$ cat src/sa_pkg.sv
package sa_pkg;

  // Array geometry
  localparam int R = 4;
  localparam int C = 4;

  // Element widths
  localparam int WX = 8;
  localparam int WK = 8;
  localparam int WY = 32;

  // Drain column index width
  localparam int CW = (C > 1) ? $clog2(C) : 1;

  typedef logic signed [WX-1:0] x_elem_t;
  typedef logic signed [WK-1:0] k_elem_t;
  typedef logic signed [WY-1:0] acc_t;

  // Beats per tile
  typedef logic [7:0] len_t;

  typedef logic [CW-1:0] col_idx_t;

  // One pixel per row, one weight per column
  typedef x_elem_t [R-1:0] x_vec_t;
  typedef k_elem_t [C-1:0] k_vec_t;
  typedef acc_t    [R-1:0] y_vec_t;

  // Joined k/x beat into the array
  typedef struct packed {
    x_vec_t x;
    k_vec_t k;
    logic   last;
  } in_beat_t;

  // One drained column of the array
  typedef struct packed {
    y_vec_t data;
    logic   last;
  } col_beat_t;

endpackage

$ cat src/stream_join.sv
`timescale 1ns/10ps

module stream_join
  import sa_pkg::*;
(
  input  logic     clk,
  input  logic     rst_n,
  input  k_vec_t   k_data,
  input  logic     k_valid,
  output logic     k_ready,
  input  x_vec_t   x_data,
  input  logic     x_valid,
  output logic     x_ready,
  input  logic     enable,
  input  len_t     k_len,
  output in_beat_t out_beat,
  output logic     out_valid,
  input  logic     out_ready
);

  logic fire;
  logic last;
  len_t cnt;
  len_t len_q;
  len_t cur_len;

  // Each side waits for the other
  assign out_valid = k_valid & x_valid & enable;
  assign k_ready   = out_ready & x_valid & enable;
  assign x_ready   = out_ready & k_valid & enable;
  assign fire      = out_valid & out_ready;

  // Live length on the first beat, held copy for the rest of the tile
  assign cur_len = (cnt == '0) ? k_len : len_q;
  assign last    = (cnt == cur_len - len_t'(1));

  assign out_beat.x    = x_data;
  assign out_beat.k    = k_data;
  assign out_beat.last = last;

  always_ff @(posedge clk or negedge rst_n) begin
    if (!rst_n) begin
      cnt   <= '0;
      len_q <= '0;
    end else if (fire) begin
      if (cnt == '0) begin
        len_q <= k_len;
      end
      if (last) begin
        cnt <= '0;
      end else begin
        cnt <= cnt + len_t'(1);
      end
    end
  end

  a_cnt_in_tile: assert property (@(posedge clk) disable iff (!rst_n)
    cnt != '0 |-> cnt < len_q);

endmodule

$ cat config.mk
export PLATFORM = sky130hd
export DESIGN_NAME = stream_join
export DESIGN_NICKNAME = d
export VERILOG_FILES = /design/src/sa_pkg.sv /design/src/stream_join.sv
export SDC_FILE = /design/constraint.sdc
export NUM_CORES = 1
export LEC_CHECK = 0
export BUFFER_PORTS_ARGS = -buffer_cell sky130_fd_sc_hd__buf_4
export CORE_ASPECT_RATIO = 1.25
export CORE_MARGIN = 3
export CORE_UTILIZATION = 35
export CTS_BUF_LIST = sky130_fd_sc_hd__clkbuf_4 sky130_fd_sc_hd__clkbuf_8
export CTS_CLUSTER_DIAMETER = 30
export DETAILED_ROUTE_END_ITERATION = 8
export PLACE_DENSITY_LB_ADDON = 0.12
export SLEW_MARGIN = 20
export SYNTH_ARGS = -nofsm -noshare
export SYNTH_HDL_FRONTEND = slang
export SYNTH_SLANG_ARGS = --single-unit
export TNS_END_PERCENT = 100
$ cat constraint.sdc
create_clock -name clk -period 3.7 [get_ports clk]
set_clock_uncertainty 0.15 [all_clocks]
set_input_delay 0.555 -clock clk [delete_from_list [all_inputs] [get_ports clk]]
set_output_delay 0.555 -clock clk [all_outputs]
set_load 0.02 [all_outputs]
==> metrics.md <==
| Metric | Value |
|---|---|
| Initial core utilization | `0.373` |
| Reg2reg setup slack | `0.14 ns` |
| Drt via density | `5.41` |
| Synthesized cell area | `1690 um^2` |
| Die H | `83.6 um` |
| Met3 Use GR | `0.0714` |
| Critical Path Fanout Max | `3` |
| Final setup margin | `-0.0739 ns` |
| Final count of negative-setup-slack endpoints | `1` |
| Share of cells above drive strength 1 | `0.429` |
| Failing checks | `setup timing` |
| Total Die Area | `5700 um^2` |
| PortBufs | `17` |
| CP cell instances | `inv_2, ha_1, nor4b_4, and2_4, mux2i_4, ha_2, nor3b_4, xnor2_2, a221oi_2, o21ai_1, or4_4, nor2_4, buf_6` |
| Hpwl dp | `3590 um` |
| Post-synthesis cell count | `195` |
| Post-Synth XOR/XNOR Area | `0.0571` |
| Clock slew at reported path FFs | `0.07 ns` |
| DR WL/cell | `19.9 um` |
| DRC | `0` |
| Worst stage delay on the critical path | `0.45 ns` |
| Fin Hold WS | `0.00969 ns` |
| Post-Synth Simple-Gate Area | `0.185` |
| Pwr Total | `0.438 mW` |
| Die W | `68.1 um` |
| Seq/Total Area, Yosys | `0.237` |
| # fillers | `471` |
| Final wirelength | `4540 um` |
| Worst Path Required | `2.99 ns` |
| Worst setup path category | `register to output port` |
| Max transition margin | `0.698` |
| Clock Path Buffers | `2` |
| Num CTS Buffers | `3` |
| Initial DRC Count | `63` |
| Largest family of logic cells by synthesized area | `buffers and inverters` |
| Post-synth cell types | `45` |
| Crit-path slowest cell | `or4_4` |
| Synthesized net count | `276` |
| Core area | `4530 um^2` |
| #FFs+latches synth | `16` |
| Area fraction in compound gates after synthesis | `0.120` |
| Layout Nets | `252` |
| GRT overflow | `0` |
| Period utilization | `1.02` |
| Root buf cell | `clkbuf_8` |
| Row cnt | `27` |
| Antenna-violating nets left | `0` |
| Antenna violations before repair | `0` |
| Pwr dens | `260 nW/um^2` |
| Final worst path period need | `3.77 ns` |
| Mux cell area share after synthesis | `0.0578` |
| Boundary pin count | `146` |
| Met1 Track Usage GR | `0.163` |
| Ant. Diodes | `0` |
| Mean post-synth cell area | `8.66 um^2` |
| All-Layer GR Usage | `0.165` |
| TritonCTS clock tree | `yes` |
| Routability cong. | `0.803` |
| Pin slew with the least headroom to its limit | `0.452 ns` |
| Number of flops mapped to enable cells by yosys | `0` |
| CP Capture Type | `output port` |
| Crit path DAT | `3.07 ns` |
| Status | `finished with violations` |
| CP Launch Type | `register` |
| Clock Sinks | `16` |
| Vias | `1,233` |
| Leakage | `0.741 nW` |
| Global-route wire length before repair | `7030 um` |
| HP Class | `primary input to asynchronous set/reset pin` |
| Peak VDD IR | `0.000158 V` |
| CTS Hold Bufs | `0` |
| Maximum capacitance violations | `0` |
| Final hold violation count | `0` |
| Met2 GRT Util | `0.260` |
| Fmax achieved | `265 MHz` |
| Area Overhead vs Synth | `-0.148%` |
| GR peak layer | `met2` |
| Vias in the first global route | `1,368` |
| Post-Synth Adder-Cell Area | `0.0222` |
| Fin. max-slew vios | `0` |
| Clock Latency Late Sink | `0.25 ns` |
| RSZ-0062 raised after global routing | `yes` |
| Async S/R FF share, synth | `1.00` |
| Largest net degree at the start of global routing | `17` |
| # H-tree levels | `1` |
| TritonRoute pass-1 iters | `4` |
| Synth Flop Type | `dfrtp_1` |
| Yosys warnings | `0` |
-- cell type report --
type,count,area [um^2],share of cell area
clock buffer,4,55.1,0.0327
inverter,5,18.8,0.0111
multi-input combinational,104,827,0.491
sequential,16,400,0.238
tap,58,72.6,0.0431
timing repair buffer,41,312,0.185
-- final timing paths --
path | startpoint | cells past startpoint | endpoint
hold / removal | rst_n | 1 | cnt[1]
hold reg to reg | len_q[6] | 1 | len_q[6]
min in group clk | len_q[6] | 1 | len_q[6]
setup reg to reg | cnt[0] | 14 | cnt[2]
setup / recovery | cnt[0] | 13 | out_beat[0]
max in group asynchronous | rst_n | 1 | len_q[7]
-- stage by stage --
step / TNS [ns] / cell area [um^2] / utilization / setup WS [ns] / instances
floorplan: 0 / 1720 / - / 0.0148 / 195
detailed placement: 0 / 1500 / 0.330 / 0.0357 / 214
global route: -0.321 / 1690 / 0.372 / -0.259 / 228
finish: -0.0739 / 1690 / 0.372 / -0.0739 / 228
CTS: -0.127 / 1650 / 0.364 / -0.127 / 225
global placement: 0 / 1500 / 0.330 / 0.108 / 214
-- metal layers --
layer  up-vias  routed length, um  share of wire
met5         -                  0              0
met4         0                338          0.074
met3        38                568           0.13
met2        70               2210           0.49
met1       565               1420           0.31
li1        560                  -              -
-- kinds of logic after synthesis --
kind of cell	after synthesis
buffers and inverters	75
and+or+nand+nor	51
AOI/OAI and AO/OA	30
DFF	16
xor gates and xnor gates	11
muxes	9
adders and majority gates	3
-- layout by cell type, fill, tap and decap left out, drive strengths merged --
cell    instances
buf            41
dfrtp          16
nand2          10
o21ai           9
xnor2           7
nand3           7
nor3            6
a21oi           6
mux2            6
and3            6
nor2            5
inv             5
xor2            4
clkbuf          4
mux2i           3
a221oi          3
nor3b           3
ha              3
nand3b          2
nand4           2
a211oi          2
o211ai          2
nor4b           2
or3             2
a21boi          2
o31ai           2
and2            1
or2             1
o22ai           1
o21a            1
nand2b          1
or4             1
o41ai           1
nand4b          1
and4            1
o211a           1
-- worst max-delay path: cells and delay by family (launching register included) --
kind / cells / cell delay, ns
xor gates and xnor gates: 1 / 0.10
adders and majority gates: 2 / 0.35
and+or+nand+nor: 5 / 1.21
muxes: 1 / 0.25
DFF: 1 / 0.39
buffers and inverters: 2 / 0.18
AOI/OAI and AO/OA: 2 / 0.32
-- what timing repair did --
action / 4_1_cts / 5_1_grt
pin swaps: 4 / 2
buffers inserted: 7 / 3
endpoints found under the setup margin: 1 / 4
resized for setup: 10 / 3
-- state kept, by name (all words and copies together), names as in the netlist --
name / cells
cnt: 8
len_q: 8
-- report_power, final --
group          internal (mW)  switching (mW)
logic                 0.0476          0.0464
clock network         0.0944          0.0634
registers              0.182         0.00471
-- synthesized netlist by cell type (2+ instances only) --
cell	n	area share
buf_4	66	0.29
o21ai_0	9	0.027
a211oi_1	2	0.0089
a221oi_1	3	0.016
dfrtp_1	16	0.24
nor3b_2	2	0.015
o211ai_1	2	0.0089
nor2_1	5	0.011
inv_1	5	0.011
nor3_1	6	0.018
xnor2_1	7	0.036
and3_2	2	0.0089
mux2i_1	3	0.018
ha_1	3	0.022
nand3b_1	2	0.0089
and3_1	4	0.015
nand3_1	7	0.021
mux2_2	6	0.040
a21oi_1	6	0.018
nand4_1	2	0.0074
nand2_1	10	0.022
xor2_1	4	0.021
No activity file was read; power rests on OpenSTA's default activity.
