==> src/sa_pkg.sv <==
package sa_pkg;

  // Array geometry
  localparam int R = 4;
  localparam int C = 4;

  // Element widths
  localparam int WX = 8;
  localparam int WK = 8;
  localparam int WY = 32;

  // Drain column index width
  localparam int CW = (C > 1) ? $clog2(C) : 1;

  typedef logic signed [WX-1:0] x_elem_t;
  typedef logic signed [WK-1:0] k_elem_t;
  typedef logic signed [WY-1:0] acc_t;

  // Beats per tile
  typedef logic [7:0] len_t;

  typedef logic [CW-1:0] col_idx_t;

  // One pixel per row, one weight per column
  typedef x_elem_t [R-1:0] x_vec_t;
  typedef k_elem_t [C-1:0] k_vec_t;
  typedef acc_t    [R-1:0] y_vec_t;

  // Joined k/x beat into the array
  typedef struct packed {
    x_vec_t x;
    k_vec_t k;
    logic   last;
  } in_beat_t;

  // One drained column of the array
  typedef struct packed {
    y_vec_t data;
    logic   last;
  } col_beat_t;

endpackage

==> src/psum_adder.sv <==
`timescale 1ns/10ps

module psum_adder
  import sa_pkg::*;
(
  input  col_beat_t col,
  input  logic      col_valid,
  output logic      col_ready,
  input  y_vec_t    a_data,
  input  logic      a_valid,
  output logic      a_ready,
  output y_vec_t    y_data,
  output logic      y_valid,
  output logic      y_last,
  input  logic      y_ready,
  output logic      tile_done
);

  logic y_fire;

  // Column and partial sum move together
  assign y_valid   = col_valid & a_valid;
  assign col_ready = y_ready & a_valid;
  assign a_ready   = y_ready & col_valid;
  assign y_fire    = y_valid & y_ready;

  assign y_last = col.last;

  // Signed add, wraps at WY bits
  always_comb begin
    for (int r = 0; r < R; r++) begin
      y_data[r] = col.data[r] + a_data[r];
    end
  end

  assign tile_done = y_fire & col.last;

endmodule

==> config.mk <==
export PLATFORM = sky130hd
export DESIGN_NAME = psum_adder
export DESIGN_NICKNAME = d
export VERILOG_FILES = /design/src/sa_pkg.sv /design/src/psum_adder.sv
export SDC_FILE = /design/constraint.sdc
export NUM_CORES = 1
export LEC_CHECK = 0
export BUFFER_PORTS_ARGS = -buffer_cell sky130_fd_sc_hd__buf_2
export CAP_MARGIN = 20
export CORE_AREA = 2 2 151 153
export DETAILED_ROUTE_END_ITERATION = 10
export DIE_AREA = 0 0 153 155
export MAX_ROUTING_LAYER = met4
export PLACE_DENSITY_LB_ADDON = 0.2
export SYNTH_ARGS = -nofsm -noshare
export SYNTH_HDL_FRONTEND = slang
export SYNTH_SLANG_ARGS = --single-unit
==> constraint.sdc <==
create_clock -name vclk -period 7.8
set_input_delay 1.56 -clock vclk [all_inputs]
set_output_delay 1.56 -clock vclk [all_outputs]
set_load 0.02 [all_outputs]
==> out/results.md, run 1 <==
| Parameter | Reported |
| --- | --- |
| Seq/Total Area, Yosys | 0 |
| Height of the die | 155 um |
| CP delay by family, top | compound AO/OA/AOI/OAI gates |
| Maximum vdd drop | 0.0000516 V |
| Reported leakage power | 4.35 nW |
| Data arrival at the endpoint of the critical path | 4810 ps |
| Class of the worst hold path | input port to output port |
| Category of the critical setup timing path | input port to output port |
| I/O pins | 393 |
| Endpoint kind of the worst setup timing path | output port |
| Detailed placer's ending HPWL | 19.4 mm |
| Tightest hold margin | 3350 ps |
| Flop pwr share | 0 |
| Setup WS pre-CTS | 1440 ps |
| Largest net degree at the start of global routing | 10 |
| Worst Setup Slack, final | 1430 ps |
| Mean cell area of the mapped netlist | 7.14 um2 |
| Cell with the largest stage delay on the worst path | sky130_fd_sc_hd__a221oi_1 |
| Residual DRC | 0 |
| Sequential cell area | 0 um2 |
| Iter 0 DRT Violations | 380 |
| Setup repair after global routing missed its margin | false |
| Mapped Cells | 849 |
| Antenna violations before repair | 2 |
| Initial Utilization | 0.273 |
| Layout Area Growth over Synthesis | 37.0% |
| Maximum cell stage delay along the critical path | 540 ps |
| Max capacitance violation total | 0 |
| First-pass GRT wire length | 34.3 mm |
| Comb power frac | 1.000 |
| Wirelength, routed | 21.5 mm |
| Total number of nets in the final design | 1611 |
| Initial DRT Pass Iterations | 6 |
| Crit path max fanout | 5 |
| Post-detailed-route count of antenna-violating nets | 0 |
| Setup violation total in the final timing report | 0 |
| Ratio of routed vias to standard cells | 5.12 |
| Hold-fix buffers at CTS | 0 |
| Synthesized netlist net count | 1237 |
| Final GP Congestion | 0.904 |
| Total of fill cells in the finished design | 2465 |
| Worst path buffer plus inverter count | 2 |
| Post-CTS setup buffer count | 0 |
| P per Cell Area | 114 nW/um2 |
| Setup_tns | 0 ps |
| Worst Max-Slew Pin Slew | 636 ps |
| Cell Chain, Critical Path | buf_2 > ha_1 > fa_1 > a21o_1 > a221oi_1 > o2bb2ai_1 > a21oi_1 > nor2b_1 > o21ai_0 > a221oi_1 > o21ai_0 > xor2_1 > buf_2 |
| Required arrival time at the worst endpoint | 6240 ps |
| Final Max Tran Viols | 0 |
| Total of warnings raised by yosys | 0 |
| Cell Int Power | 0.000376 W |
| Total Routing Usage GR | 0.172 |
| Total number of vias | 7710 |
| Routed length per instance | 14.3 um |
| Core area | 22200 um2 |
| Worst slew margin | 0.572 |
| Clk pwr share | 0 |
| Share of post-route cells with drive strength above 1 | 0.332 |
| Die area | 23700 um2 |
| Run status | complete, no violations |
| Fin. Hold Viols | 0 |
| Post-Synthesis Cell Area | 6060 um2 |
| Number of clock-tree buffers in the layout | 0 |
| Net switching share of the total power | 0.604 |
| Sequential cells | 0 |
| Crit share post-route | 0.817 |
| Via count of the first global-routing pass | 7138 |
| Horiz. Die Dim | 153 um |
| CTS resizes | 0 |
| Total number of placement rows | 55 |
| Switching pwr | 0.000574 W |
| Highest clock rate | 157 MHz |
| Final worst path period need | 6370 ps |
| Number of distinct library cell variants in the gate-level netlist after synthesis | 58 |
| Count of buffers from port buffering | 393 |
| Startpoint type of the worst setup path | input port |
| Total global routing overflow | 0 |
-- placed cells by master (no fill, tap or decap), types with 18 or more instances in the layout --
master                    count
sky130_fd_sc_hd__a21o_1      54
sky130_fd_sc_hd__a21oi_1    117
sky130_fd_sc_hd__buf_2      393
sky130_fd_sc_hd__ha_1       124
sky130_fd_sc_hd__inv_1       22
sky130_fd_sc_hd__nand2_1     71
sky130_fd_sc_hd__nand3_1     21
sky130_fd_sc_hd__nand4_1     18
sky130_fd_sc_hd__nor2_1      51
sky130_fd_sc_hd__o21ai_0     55
sky130_fd_sc_hd__xnor2_1     71
sky130_fd_sc_hd__xor2_1      49
-- synth_stat cells, drive strengths merged, types with 3 or more instances --
library cell	count	area, um2
a2111oi	3	26.3
a211o	3	27.5
a211oi	14	110
a21o	55	414
a21oi	118	594
a221o	3	30.0
a221oi	8	70.1
a31oi	12	75.1
and2	8	50.1
and3	7	43.8
and4	3	26.3
clkbuf	20	75.1
fa	4	80.1
ha	124	1550
inv	22	82.6
nand2	71	267
nand2b	6	37.5
nand3	21	105
nand4	18	113
nor2	51	191
nor2b	14	87.6
nor3	9	45.0
o211ai	5	37.5
o21a	14	105
o21ai	56	280
o21bai	17	128
o221ai	3	26.3
o31ai	11	82.6
xnor2	71	622
xor2	49	429
-- cell type report --
| cell class | instances | area [um2] | share of cell area |
|---|---|---|---|
| Tap cell | 285 | 357 | 0.0429 |
| Timing Repair Buffer | 393 | 1970 | 0.237 |
| Antenna cell | 1 | 2.50 | 0.000301 |
| Multi-Input combinational cell | 806 | 5900 | 0.710 |
| Inverter | 22 | 82.6 | 0.00994 |
-- worst paths after layout --
path              slack (ps)          to   start  cells after the start
hold / removal          3350      y_last  col[0]                      2
setup / recovery        1430  y_data[30]  col[1]                     13
-- routing by layer --
| metal | share of wire | vias to the layer above | GRT usage |
|---|---|---|---|
| met5 | 0 | - | - |
| met4 | 0.0059 | 0 | 0.00750 |
| met3 | 0.064 | 10 | 0.0206 |
| met2 | 0.50 | 289 | 0.313 |
| met1 | 0.43 | 3470 | 0.214 |
| li1 | - | 3941 | - |
-- metrics by stage --
stage / utilization / power, W / instances / area (um2)
2_1_floorplan: - / 0.000640 / 849 / 6060
3_3_place_gp: 0.374 / 0.000952 / 1506 / 8310
3_5_place_dp: 0.374 / 0.000949 / 1506 / 8310
4_1_cts: 0.374 / 0.000954 / 1506 / 8310
5_1_grt: 0.374 / 0.00104 / 1507 / 8310
6_report: 0.374 / 0.000950 / 1507 / 8310
-- logic make-up (layout without fill, tap and decap cells) --
logic type | Yosys count | count (layout) | synth area share
xor+xnor | 120 | 120 | 0.173
compound gates | 344 | 344 | 0.364
buf+inv | 43 | 415 | 0.0272
other cells | 0 | 1 | 0
fa+ha+maj | 128 | 128 | 0.269
simple gates | 214 | 214 | 0.166
-- power by group through the flow --
| stage | Clock [W] | Sequential, W | Combinational [W] |
|---|---|---|---|
| 3_3_place_gp | 0 | 0 | 0.000952 |
| 3_5_place_dp | 0 | 0 | 0.000949 |
| 4_1_cts | 0 | 0 | 0.000954 |
| 2_1_floorplan | 0 | 0 | 0.000640 |
| 5_1_grt | 0.0000000000171 | 0 | 0.00104 |
| 6_report | 0.0000000000171 | 0 | 0.000950 |
Power figures use the tool's default switching activity.
==> inputs of run 2 (changes only) <==
==> constraint.sdc (replaced) <==
create_clock -name vclk -period 6.1
set_input_delay 1.22 -clock vclk [all_inputs]
set_output_delay 1.22 -clock vclk [all_outputs]
set_load 0.02 [all_outputs]
==> out/results.md, run 2 (synthesis results as in run 1) <==
| Parameter | Reported | Change |
| --- | --- | --- |
| Setup WS pre-CTS | 388 ps | -1050 ps |
| Sequential cell area | 0 um2 | unchanged |
| Final GP Congestion | 0.906 | +0.23% |
| Endpoint kind of the worst setup timing path | output port |  |
| Highest clock rate | 175 MHz |  |
| Category of the critical setup timing path | input port to output port |  |
| Source of the critical timing path | col[97] |  |
| Setup repair after global routing missed its margin | false |  |
| Wirelength, routed | 21.7 mm | +0.95% |
| Die area | 23700 um2 | unchanged |
| Hold Path Origin | col[0] |  |
| Total global routing overflow | 0 | unchanged |
| Worst Setup Slack, final | 379 ps | -1050 ps |
| Reported leakage power | 4.35 nW | about the same |
| Utilization after layout | 0.374 | about the same |
| Via count of the first global-routing pass | 7149 | +0.15% |
| I/O pins | 393 | unchanged |
| Share of post-route cells with drive strength above 1 | 0.332 | unchanged |
| Post-detailed-route count of antenna-violating nets | 0 | unchanged |
| Horiz. Die Dim | 153 um | unchanged |
| Required arrival time at the worst endpoint | 4880 ps | -1360 ps |
| Crit share post-route | 0.938 |  |
| Total number of placement rows | 55 | unchanged |
| Fin. Hold Viols | 0 | unchanged |
| Sequential cells | 0 | unchanged |
| Max capacitance violation total | 0 | unchanged |
| Worst Max-Slew Pin Slew | 619 ps | -17.5 ps |
| Height of the die | 155 um | unchanged |
| Run status | complete, no violations |  |
| Count of buffers from port buffering | 393 | unchanged |
| Hold path endpoint | y_last |  |
| Final worst path period need | 5720 ps |  |
| Total Routing Usage GR | 0.173 | +0.00102 |
| Post-Layout Cell Count | 1508 | +0.066% |
| Setup_tns | 0 ps | unchanged |
| Tightest hold margin | 2670 ps | -684 ps |
| Hold-fix buffers at CTS | 0 | unchanged |
| Initial Utilization | 0.273 | unchanged |
| Class of the worst hold path | input port to output port |  |
| Worst slew margin | 0.577 | +0.00463 |
| Setup violation total in the final timing report | 0 | unchanged |
| Number of clock-tree buffers in the layout | 0 | unchanged |
| Total number of vias | 7668 | -0.54% |
| Most frequent standard cell in the layout excluding fill and tap cells | sky130_fd_sc_hd__buf_2 |  |
| Total number of nets in the final design | 1611 | unchanged |
| Initial DRT Pass Iterations | 5 | -1 |
| Detailed placer's ending HPWL | 19.5 mm | +0.78% |
| Residual DRC | 0 | unchanged |
| Antenna violations before repair | 3 | +1 |
| Crit path max fanout | 3 | -2 |
| Layout Area Growth over Synthesis | 37.0% | about the same |
| First-pass GRT wire length | 34.4 mm | +0.40% |
| CTS resizes | 0 | unchanged |
| Maximum vdd drop | 0.0000657 V | +27% |
| Largest net degree at the start of global routing | 10 | unchanged |
| Iter 0 DRT Violations | 426 | +12% |
| P per Cell Area | 146 nW/um2 | +28% |
| Post-CTS setup buffer count | 0 | unchanged |
| Final Max Tran Viols | 0 | unchanged |
| Routed length per instance | 14.4 um | +0.88% |
| Startpoint type of the worst setup path | input port |  |
| Top library cells by usage in the layout, fill and taps aside | sky130_fd_sc_hd__buf_2 (393), sky130_fd_sc_hd__ha_1 (124), sky130_fd_sc_hd__a21oi_1 (117), sky130_fd_sc_hd__nand2_1 (71), sky130_fd_sc_hd__xnor2_1 (71) |  |
| Hold Path Depth | 2 | unchanged |
| Ratio of routed vias to standard cells | 5.08 | -0.61% |
| Data arrival at the endpoint of the critical path | 4500 ps | -310 ps |
| Core area | 22200 um2 | unchanged |
| Number of placed cells counting well taps | 1506 | unchanged |
-- run 2: how the worst max path moves through the flow --
stage / end / slack, ps / cells after the start
detailed placement: y_data[60] / 390 / 13
finish: y_data[122] / 380 / 13
global route: y_data[122] / 120 / 13
CTS: y_data[60] / 370 / 13
floorplan: y_data[122] / 930 / 11
global placement: y_data[122] / 440 / 13
-- run 2: metrics by stage --
stage	cell area (um2)	total power (W)
final	8310	0.00122
after global routing	8310	0.00133
after CTS	8310	0.00122
after detailed placement	8310	0.00121
after global placement	8310	0.00122
after floorplan	6060	0.000819
-- run 2: layer usage --
layer  track usage  share of wire
met3        0.0253          0.070
met4        0.0110         0.0047
met2         0.317           0.50
met1         0.209           0.42
met5             -              0
-- run 2: cell type report --
type / count / area [um2]
fill: 2465 / 13900
multi-input combinational: 806 / 5900
timing repair buffer: 393 / 1970
tap: 285 / 357
inverter: 22 / 82.6
antenna: 2 / 5.00
-- run 2: report_power, final --
part              internal [W]  switching (W)
clock          0.0000000000439              0
sequential                   0              0
combinational         0.000480       0.000735
total                 0.000480       0.000735
-- run 2: critical path, stage by stage --
cell and delay (ps):
sky130_fd_sc_hd__buf_2 100, sky130_fd_sc_hd__ha_1 210, sky130_fd_sc_hd__fa_1 410, sky130_fd_sc_hd__a21oi_1 230, sky130_fd_sc_hd__o21ai_0 140, sky130_fd_sc_hd__a2111oi_0 620, sky130_fd_sc_hd__o31ai_1 250, sky130_fd_sc_hd__a41oi_1 390
sky130_fd_sc_hd__o21bai_1 100, sky130_fd_sc_hd__a21oi_1 340, sky130_fd_sc_hd__o21ai_0 170, sky130_fd_sc_hd__xor2_1 150, sky130_fd_sc_hd__buf_2 180
