--- src/sa_pkg.sv ---
package sa_pkg;

  // Array geometry
  localparam int R = 4;
  localparam int C = 4;

  // Element widths
  localparam int WX = 8;
  localparam int WK = 8;
  localparam int WY = 32;

  // Drain column index width
  localparam int CW = (C > 1) ? $clog2(C) : 1;

  typedef logic signed [WX-1:0] x_elem_t;
  typedef logic signed [WK-1:0] k_elem_t;
  typedef logic signed [WY-1:0] acc_t;

  // Beats per tile
  typedef logic [7:0] len_t;

  typedef logic [CW-1:0] col_idx_t;

  // One pixel per row, one weight per column
  typedef x_elem_t [R-1:0] x_vec_t;
  typedef k_elem_t [C-1:0] k_vec_t;
  typedef acc_t    [R-1:0] y_vec_t;

  // Joined k/x beat into the array
  typedef struct packed {
    x_vec_t x;
    k_vec_t k;
    logic   last;
  } in_beat_t;

  // One drained column of the array
  typedef struct packed {
    y_vec_t data;
    logic   last;
  } col_beat_t;

endpackage

--- src/axil_pkg.sv ---
package axil_pkg;

  localparam int AXIL_AW = 8;
  localparam int AXIL_DW = 32;

  typedef logic [AXIL_AW-1:0]   axil_addr_t;
  typedef logic [AXIL_DW-1:0]   axil_data_t;
  typedef logic [AXIL_DW/8-1:0] axil_strb_t;
  typedef logic [1:0]           axil_resp_t;

  typedef struct packed {
    axil_data_t data;
    axil_strb_t strb;
  } axil_w_t;

  localparam axil_resp_t resp_okay   = 2'b00;
  localparam axil_resp_t resp_slverr = 2'b10;

  // Register map
  localparam axil_addr_t reg_ctrl       = 8'h00;
  localparam axil_addr_t reg_k_len      = 8'h04;
  localparam axil_addr_t reg_tiles_done = 8'h08;

  // Beats per tile out of reset
  localparam int K_LEN_RESET = 4;

endpackage

--- src/axil_regs.sv ---
`timescale 1ns/10ps

module axil_regs
  import sa_pkg::*;
  import axil_pkg::*;
(
  input  logic       clk,
  input  logic       rst_n,
  input  axil_addr_t aw_addr,
  input  logic       aw_valid,
  output logic       aw_ready,
  input  axil_w_t    w,
  input  logic       w_valid,
  output logic       w_ready,
  output axil_resp_t b_resp,
  output logic       b_valid,
  input  logic       b_ready,
  input  axil_addr_t ar_addr,
  input  logic       ar_valid,
  output logic       ar_ready,
  output axil_data_t r_data,
  output axil_resp_t r_resp,
  output logic       r_valid,
  input  logic       r_ready,
  input  logic       tile_done,
  output logic       enable,
  output len_t       k_len
);

  logic       wr_fire;
  logic       rd_fire;
  len_t       k_len_new;
  axil_data_t tiles_done;
  axil_data_t rd_word;
  axil_resp_t rd_code;

  // Address and data are taken together
  assign wr_fire  = aw_valid & w_valid & ~b_valid;
  assign aw_ready = wr_fire;
  assign w_ready  = wr_fire;

  assign ar_ready = ~r_valid;
  assign rd_fire  = ar_valid & ar_ready;

  // Both writable fields sit in byte lane 0
  assign k_len_new = w.strb[0] ? w.data[$bits(len_t)-1:0] : k_len;

  always_ff @(posedge clk or negedge rst_n) begin
    if (!rst_n) begin
      enable  <= 1'b0;
      k_len   <= len_t'(K_LEN_RESET);
      b_valid <= 1'b0;
      b_resp  <= resp_okay;
    end else begin
      if (b_valid && b_ready) begin
        b_valid <= 1'b0;
      end
      if (wr_fire) begin
        b_valid <= 1'b1;
        b_resp  <= resp_okay;
        case (aw_addr)
          reg_ctrl: begin
            if (w.strb[0]) begin
              enable <= w.data[0];
            end
          end
          reg_k_len: begin
            // Zero-length tiles are refused
            if (k_len_new == '0) begin
              b_resp <= resp_slverr;
            end else begin
              k_len <= k_len_new;
            end
          end
          reg_tiles_done: begin
            // Read-only counter
          end
          default: b_resp <= resp_slverr;
        endcase
      end
    end
  end

  always_ff @(posedge clk or negedge rst_n) begin
    if (!rst_n) begin
      tiles_done <= '0;
    end else if (tile_done) begin
      tiles_done <= tiles_done + axil_data_t'(1);
    end
  end

  always_comb begin
    rd_word = '0;
    rd_code = resp_okay;
    case (ar_addr)
      reg_ctrl:       rd_word = axil_data_t'(enable);
      reg_k_len:      rd_word = axil_data_t'(k_len);
      reg_tiles_done: rd_word = tiles_done;
      default:        rd_code = resp_slverr;
    endcase
  end

  always_ff @(posedge clk or negedge rst_n) begin
    if (!rst_n) begin
      r_valid <= 1'b0;
      r_data  <= '0;
      r_resp  <= resp_okay;
    end else if (rd_fire) begin
      r_valid <= 1'b1;
      r_data  <= rd_word;
      r_resp  <= rd_code;
    end else if (r_ready) begin
      r_valid <= 1'b0;
    end
  end

  a_b_hold: assert property (@(posedge clk) disable iff (!rst_n)
    b_valid && !b_ready |=> b_valid && $stable(b_resp));

endmodule

--- config.mk ---
export PLATFORM = sky130hd
export DESIGN_NAME = axil_regs
export DESIGN_NICKNAME = d
export VERILOG_FILES = /design/src/sa_pkg.sv /design/src/axil_pkg.sv /design/src/axil_regs.sv
export SDC_FILE = /design/constraint.sdc
export NUM_CORES = 1
export LEC_CHECK = 0
export ABC_CLOCK_PERIOD_IN_PS = 1900
export CORE_MARGIN = 1
export CORE_UTILIZATION = 62
export DETAILED_ROUTE_END_ITERATION = 7
export DONT_BUFFER_PORTS = 1
export MAX_ROUTING_LAYER = met4
export PLACE_DENSITY = 0.75
export SYNTH_ARGS = -nofsm -noshare
export SYNTH_HDL_FRONTEND = slang
export SYNTH_SLANG_ARGS = --single-unit
--- constraint.sdc ---
create_clock -name clk -period 1.9 [get_ports clk]
set_input_delay 0.095 -clock clk [delete_from_list [all_inputs] [get_ports clk]]
set_output_delay 0.095 -clock clk [all_outputs]
set_load 0.01 [all_outputs]
==> flow_summary.ini, run 1 <==
[outcome]
status = complete, no violations

[clock_network]
cts_buffer_depth = 2
cts_buffers = 9
cts_tree = yes
htree_levels = 3
clock_latency_ns = 0.34
root_buffer = clkbuf_8
cts.clk_slew.worst_paths_ns = 0.08
cts_num_sinks = 77

[pwr]
ir_drop_mv = 0.523
p_leak_nw = 1.88
powerDensity_nw_per_um2 = 856

[sta]
period_needed_ns = 1.83
slew-limit-headroom_pct = 58.9
tns_ns = 0
grt_setup_unrepaired = false
worstMarginPinSlew_ns = 0.611
hold_violations = 0
finalSetupViolations = 0
setup_ws_ns = 0.0689
finClkSkew_ns = 0.0103
finalCritPeriodShare_pct = 96.4
fmax_mhz = 546
drv_slew = 0

[critical_path]
rr_worst_depth = 5
crit_type = register to register
cp.required_ns = 2.13
critPathLaunchType = register
r2r_setup_slack_ns = 0.07
cp.arrival_ns = 2.06
endpoint_kind = register
r2r_end = k_len[7]
reg2reg_from = k_len[3]
worst-path-max-fanout = 8

[detailed_routing]
firstDrtPassIters = 4
vias = 2339
routed_via_density = 6.03
ant_nets = 0
routedWlPerCell_microns = 18.3
first_iter_violations = 168
wl_microns = 7110
drc = 0

[global_route]
overflow = 0
grt_start_max_net_pins = 78
grt_pass1_vias = 2224
grt_pass1_wl_microns = 11000
antenna_found_initial = 0
grt_usage_pct = 27.6

[min_path]
worstHoldPathCells = 3
hp-class = input port to register
hp-start = ar_addr[3]
hold_end = r_data[0]

[logic_synthesis]
yosysUniqueCellTypes = 41
yosysMostFrequentCell = dfrtp_1
synth_top_area_share_pct = 56.4
yosys.area.top_type = dfrtp_1
netlist_area_sq_um = 3370
synthArstFlopShare_pct = 100
synth_common_cells = dfrtp_1 (76), a22o_1 (24), nand2_1 (23)
synth-seq-area-share_pct = 57.2
synth_cells = 279
ys_warn_count = 0
synth_area_leaders = dfrtp_1 (56%), a22o_1 (6.2%), xor2_1 (4.9%)
ys_ff_latch = 77
ys.flop_type = dfrtp_1
synth_edf_count = 0
avgSynthCellArea_sq_um = 12.1

[cells_and_area]
fillers = 304
final_nets = 374
syn2layout_area_growth_pct = 17.6
fin_area_sq_um = 3970
stdcell_count = 388
drive_above_1_share_pct = 16.4
n_antenna_cell = 0
multi_input_area_sq_um = 1360
regArea_sq_um = 1930
final_core_util_pct = 76.7

[floorplan]
die_w_microns = 75.8
io_pins = 110
fp-row-count = 26
start_util_pct = 65.2
die-height_microns = 75.8
core_sq_um = 5170
die-area_sq_um = 5740

[job]
drv_cap = 0

[place]
hpwl_microns = 4380
port-buffer-count = 0
place_area_sq_um = 3500
gp_congestion = 0.827
dp.cells = 350
dpl_worst_slack_ns = 0.0410
==> cell usage in the layout (no fill, tap or decap), types with 3 or more instances in the layout <==
cell type and count:
o21ai_0 3, and4_1 4, nor4_1 5, a22oi_1 7, mux2_4 8, dfrtp_1 76
a21oi_1 3, a22o_1 24, nand4_1 5, inv_1 8, nor2b_1 3, nor2_1 10
xor2_1 19, buf_4 16, o31ai_1 8, xnor2_1 12, dlygate4sd3_1 20, nor3_1 10
nand3_1 9, nand2_1 23, clkbuf_8 10
==> power by group <==
group	switching, mW	internal, mW	leakage, nW	total, mW
registers	0.103	1.72	1.03	1.82
logic	0.181	0.166	0.756	0.346
clock network	0.583	0.640	0.0964	1.22
total	0.867	2.53	1.88	3.39
==> layout make-up <==
class / instances / share of cell area [%]
flip-flops and latches: 77 / 48.6
clock buffers: 12 / 3.66
inverters: 8 / 0.757
clock inverters: 4 / 1.20
repair buffers: 38 / 9.27
well taps: 70 / 2.21
multi-input cells: 179 / 34.3
==> worst max-delay path by stage <==
stage | from | endpoint | slack, ns | cells after the start
3_5_place_dp | b_valid | k_len[3] | 0.04 | 4
4_1_cts | b_valid | k_len[7] | 0.05 | 4
6_report | k_len[3] | k_len[7] | 0.07 | 5
3_3_place_gp | b_valid | k_len[7] | 0.06 | 4
2_1_floorplan | b_valid | k_len[5] | 0.04 | 5
5_1_grt | k_len[3] | k_len[7] | 0.008 | 5
==> routing by layer <==
layer  share of wire [%]  vias up  global-route usage [%]
met3                 6.2       10                    7.80
met4                 1.2        0                    10.5
met1                  44     1170                    37.0
li1                    -     1065                       -
met5                   0        -                       -
met2                  48       94                    40.1
==> critical path, stage by stage (launching register included) <==
cell	delay, ns
dfrtp_1	0.39
or4_1	0.55
o22ai_2	0.21
a211oi_4	0.10
buf_12	0.15
mux2_4	0.30
==> flip-flops by register name, indices dropped and copies added (netlist names) <==
signal / flops
tiles_done: 32
enable: 1
b_valid: 1
r_data: 32
b_resp: 1
r_resp: 1
k_len: 8
r_valid: 1
==> timing repair <==
item                                    4_1_cts  5_1_grt
pin swaps                                     1        1
buffers inserted                              0        1
gates resized for setup                       0        3
hold endpoints to repair                     95        0
endpoints found under the setup margin        2        9
hold buffers                                 21        0
==> cells by family after synthesis <==
kind of cell,count (synthesis),synth area share [%]
AOI/OAI and AO/OA,49,12.1
DFF,77,57.2
other,1,0.111
adders and majority gates,1,0.371
xor gates and xnor gates,31,8.05
muxes,12,4.82
buffers and inverters,24,3.38
and+or+nand+nor,84,14.0
==> stage by stage <==
stage,power (mW),hold WS (ns)
after floorplan,2.04,-0.201
after global placement,2.11,-0.199
final,3.39,0.0130
after detailed placement,2.13,-0.199
after CTS,3.40,0.00520
after global routing,3.51,0.0183
No activity file was read; power rests on OpenSTA's default activity.
==> inputs of run 2 (changes only) <==
==> constraint.sdc (replaced) <==
create_clock -name clk -period 1.9 [get_ports clk]
set_input_delay 0.19 -clock clk [delete_from_list [all_inputs] [get_ports clk]]
set_output_delay 0.19 -clock clk [all_outputs]
set_load 0.01 [all_outputs]
==> run 2 against run 1 <==
  * The run now ends with negative hold slack left
  * Total power shrank 6.2%
  * Final area decreased by 4.3%
  * Clock skew down 0.0032 ns
  * Combinational power is 16% lower
  * Routed wire length decreased by 5.9%
  * Sequential power about the same
  * First-iteration DRC count shrank 22%
  * Cell count fell by 3.1%
  * Critical path depth is the same
  * Flip-flop and latch count unchanged
  * Critical path type unchanged
  * Critical endpoint unchanged
  * Largest power group unchanged
==> flow_summary.ini, run 2 (synthesis gave the netlist of run 1 again) <==
[critical_path]
r2r_end = k_len[7]
worstSetupEndpoint = k_len[7]
crit_type = register to register
crit_path_start = k_len[4]
rr_worst_depth = 5
r2r_setup_slack_ns = 0.02
cp.arrival_ns = 2.11
endpoint_kind = register
worst-path-max-fanout = 7
critPathLaunchType = register
reg2reg_from = k_len[4]
cp.required_ns = 2.13

[clock_network]
cts_tree = yes
cts.clk_slew.worst_paths_ns = 0.07
htree_levels = 3
clock_latency_ns = 0.34
cts_buffer_depth = 2
cts_buffers = 9
cts_hold_buf = 11
root_buffer = clkbuf_8
cts_resized = 0
cts_num_sinks = 77

[sta]
slew-limit-headroom_pct = 60.4
worstMarginPinSlew_ns = 0.593
hold_violations = 77
holdWs_ns = -0.465
period_needed_ns = 1.88
fmax_mhz = 533
finalCritPeriodShare_pct = 98.7
drv_slew = 0
finalSetupViolations = 0
finClkSkew_ns = 0.00712

[floorplan]
io_pins = 110
fp-row-count = 26
die-height_microns = 75.8
core_sq_um = 5170
die_w_microns = 75.8
die-area_sq_um = 5740
start_util_pct = 65.2

[place]
place_area_sq_um = 3500
hpwl_microns = 4310
port-buffer-count = 0
gp_congestion = 0.827

[global_route]
grt_usage_pct = 26.3
grt_pass1_wl_microns = 10600
grt_pass1_vias = 2161
overflow = 0
antenna_found_initial = 0
grt_start_max_net_pins = 78

[detailed_routing]
firstDrtPassIters = 5
routed_via_density = 6.04
vias = 2272
wl_microns = 6690
routedWlPerCell_microns = 17.8
drc = 0
ant_nets = 0
first_iter_violations = 131

[cells_and_area]
top_regs = r_data: 32 flops, tiles_done: 32 flops, k_len: 8 flops
fillers = 335
syn2layout_area_growth_pct = 12.5
final_common_cell = dfrtp_1
regArea_sq_um = 1930
drive_above_1_share_pct = 15.7
n_antenna_cell = 0
layout_common_cells = dfrtp_1 (76), a22o_1 (24), nand2_1 (23)
multi_input_area_sq_um = 1340
fin_area_sq_um = 3800
final_nets = 364

[pwr]
cellInternalPower_mw = 2.40
p_leak_nw = 1.81
sequentialPowerShare_pct = 57.3
ir_drop_mv = 0.487
p_clk_share_pct = 33.6
swShare_pct = 24.7
power_frac_comb_pct = 9.1
powerDensity_nw_per_um2 = 838
switching_power_uw = 785

[job]
drv_cap = 0

[outcome]
status = complete, but fails checks
failed_checks = negative hold slack

[min_path]
hp-class = input port to async pin
==> run 2: power groups by stage <==
stage	combinational, mW	sequential (mW)	clock [mW]
6_report	0.290	1.82	1.07
5_1_grt	0.319	1.84	1.15
4_1_cts	0.290	1.82	1.09
3_5_place_dp	0.269	1.85	0
3_3_place_gp	0.263	1.85	0
2_1_floorplan	0.214	1.83	0
==> run 2: repair_timing <==
action / in CTS / in global routing
endpoints found under the hold margin: 91 / 77
setup buffers: 0 / 1
endpoints found under the setup margin: 0 / 8
==> run 2: metrics by stage <==
| stage | power [mW] | utilization, % | instances | setup slack (ns) | setup TNS, ns |
|---|---|---|---|---|---|
| after CTS | 3.20 | 73.0 | 375 | 0.0182 | 0 |
| after floorplan | 2.04 | - | 280 | 0.0375 | 0 |
| after global routing | 3.31 | 73.4 | 376 | -0.0368 | -0.189 |
| final | 3.18 | 73.4 | 376 | 0.0238 | 0 |
| after global placement | 2.11 | 67.7 | 350 | 0.0609 | 0 |
| after detailed placement | 2.12 | 67.7 | 350 | 0.0412 | 0 |
==> run 2: worst min path at each step <==
stage	slack [ns]	start	end
2_1_floorplan	-0.11	rst_n	b_resp[1]
3_3_place_gp	-0.10	rst_n	r_data[7]
3_5_place_dp	-0.10	rst_n	r_data[7]
4_1_cts	-0.48	rst_n	r_data[17]
5_1_grt	-0.48	rst_n	r_valid
6_report	-0.46	rst_n	r_data[19]
==> run 2: layout make-up <==
class | count | share of cell area [%]
sequential | 77 | 50.8
clock inverter | 2 | 0.264
timing repair buffer | 28 | 6.59
clock buffer | 12 | 4.09
inverter | 8 | 0.791
multi-input combinational | 179 | 35.2
tap | 70 | 2.31
==> run 2: metal layers <==
| layer | wire [microns] | global-route usage (%) | vias up |
|---|---|---|---|
| met2 | 3090 | 38.0 | 88 |
| li1 | - | - | 1043 |
| met4 | 121 | 9.67 | 0 |
| met5 | 0 | - | - |
| met1 | 3080 | 35.7 | 1127 |
| met3 | 388 | 7.14 | 14 |
==> run 2: critical path, cell delays in order (launching register included) <==
cell and delay, ns:
dfrtp_1 0.38, or4_1 0.58, o2bb2ai_2 0.25, a211oi_4 0.11, buf_12 0.16, mux2_4 0.29
==> inputs of run 3 (changes only) <==
Settings changed: BUFFER_PORTS_ARGS set to -buffer_cell sky130_fd_sc_hd__buf_2, CORE_UTILIZATION 62 to 50, CTS_CLUSTER_DIAMETER set to 60, DONT_BUFFER_PORTS 1 to not set, PLACE_DENSITY 0.75 to 0.76.
==> run 3 against run 2 <==
  * The run ends with design-rule violations left
  * Sequential power about the same
  * Fmax increased by 3.4%
  * Utilization decreased by 9.3 points
  * Register-to-register slack improved by 0.06 ns
  * Worst setup slack improved by 0.061 ns
  * Total power increased by 7.0%
  * First-iteration DRC count unchanged
  * Largest cell class unchanged
==> flow_summary.ini, run 3 (synthesis gave the netlist of run 1 again) <==
[cells_and_area]
fin_area_sq_um = 4120
layout_common_cells = buf_2 (79), dfrtp_1 (76), a22o_1 (24)
drive_above_1_share_pct = 34.3
top_regs = r_data: 32 flops, tiles_done: 32 flops, k_len: 8 flops
final_nets = 433
final_core_util_pct = 64.1
syn2layout_area_growth_pct = 22.1
final_common_cell = buf_2
n_antenna_cell = 0

[detailed_routing]
firstDrtPassIters = 8
wl_microns = 7020
routed_via_density = 5.61
drc = 6
first_iter_violations = 131
vias = 2543
ant_nets = 0
routedWlPerCell_microns = 15.5

[sta]
fmax_mhz = 551
worstMarginPinSlew_ns = 0.592
finClkSkew_ns = 0.00831
grt_setup_unrepaired = false
period_needed_ns = 1.81
holdWs_ns = 0.0293
finalSetupViolations = 0
hold_violations = 0
tns_ns = 0
finalCritPeriodShare_pct = 95.5
slew-limit-headroom_pct = 60.4
drv_slew = 0

[floorplan]
start_util_pct = 52.5
die_w_microns = 84.1
die-height_microns = 84.1
fp-row-count = 29
io_pins = 110
core_sq_um = 6420
die-area_sq_um = 7080

[clock_network]
cts_tree = yes
root_buffer = clkbuf_8
cts_buffer_depth = 2
cts_num_sinks = 77
cts_buffers = 9
cts.clk_slew.worst_paths_ns = 0.08
clock_latency_ns = 0.34
htree_levels = 3
cts_setup_buffers = 0

[outcome]
status = complete, but fails checks
failed_checks = design-rule violations

[place]
hpwl_microns = 4870
gp_congestion = 0.772
place_area_sq_um = 3910
port-buffer-count = 80

[critical_path]
critPathLaunchType = register
crit_type = register to register
cp.arrival_ns = 2.04
worst-path-max-fanout = 8
cp.required_ns = 2.13
endpoint_kind = register

[pwr]
ir_drop_mv = 0.463
powerDensity_nw_per_um2 = 827
p_leak_nw = 2.14

[min_path]
hp-class = input port to register

[global_route]
grt_start_max_net_pins = 43
antenna_found_initial = 0
grt_pass1_vias = 2559
grt_pass1_wl_microns = 11800
overflow = 0
grt_usage_pct = 21.8

[job]
drv_cap = 0
run 3: metal layers:
layer / vias to the layer above / global-route usage [%] / share of wire [%]
li1: 1182 / - / -
met1: 1269 / 27.3 / 45
met2: 77 / 34.4 / 48
met3: 15 / 5.01 / 4.3
met4: 0 / 9.40 / 2.2
met5: - / - / 0
run 3: repair_timing:
| item | CTS | global route |
|---|---|---|
| hold buffers | 1 | 0 |
| gates resized for setup | 0 | 1 |
| hold endpoints to repair | 28 | 0 |
| endpoints found under the setup margin | 0 | 8 |
run 3: area by class of cell:
| cell class | count | area [sq um] |
|---|---|---|
| Fill cell | 505 | 2300 |
| Sequential cell | 77 | 1930 |
| Multi-Input combinational cell | 179 | 1340 |
| Timing Repair Buffer | 97 | 533 |
| Clock buffer | 10 | 128 |
| Tap cell | 77 | 96.3 |
| Clock inverter | 5 | 61.3 |
| Inverter | 8 | 30.0 |
run 3: critical path, cell delays in order, from the launching register on:
cell       delay, ns
dfrtp_1         0.43
or4_1           0.55
o2bb2ai_2       0.23
a211oi_4        0.16
mux2_4          0.33
run 3: report_power, final:
part	switching, mW	internal, mW
clock network	0.580	0.604
registers	0.0772	1.72
logic	0.230	0.194
run 3: worst paths after layout:
path                                 from        endpoint  slack, ns  depth (start not counted)
max                              k_len[4]        k_len[5]       0.09                          4
min                               r_ready         r_valid       0.03                          2
max reg2reg                      k_len[4]        k_len[5]       0.09                          4
min reg2reg                tiles_done[31]  tiles_done[31]       0.48                          1
max in group asynchronous           rst_n       r_data[9]       0.97                          3
min in group asynchronous           rst_n        k_len[7]       0.32                          2
run 3: metrics by stage:
stage / total power, mW / setup slack [ns] / cells
5_1_grt: 3.57 / 0.0273 / 453
6_report: 3.41 / 0.0851 / 453
2_1_floorplan: 2.04 / 0.0375 / 280
3_3_place_gp: 2.23 / 0.113 / 437
4_1_cts: 3.44 / 0.0434 / 453
3_5_place_dp: 2.25 / 0.0698 / 437
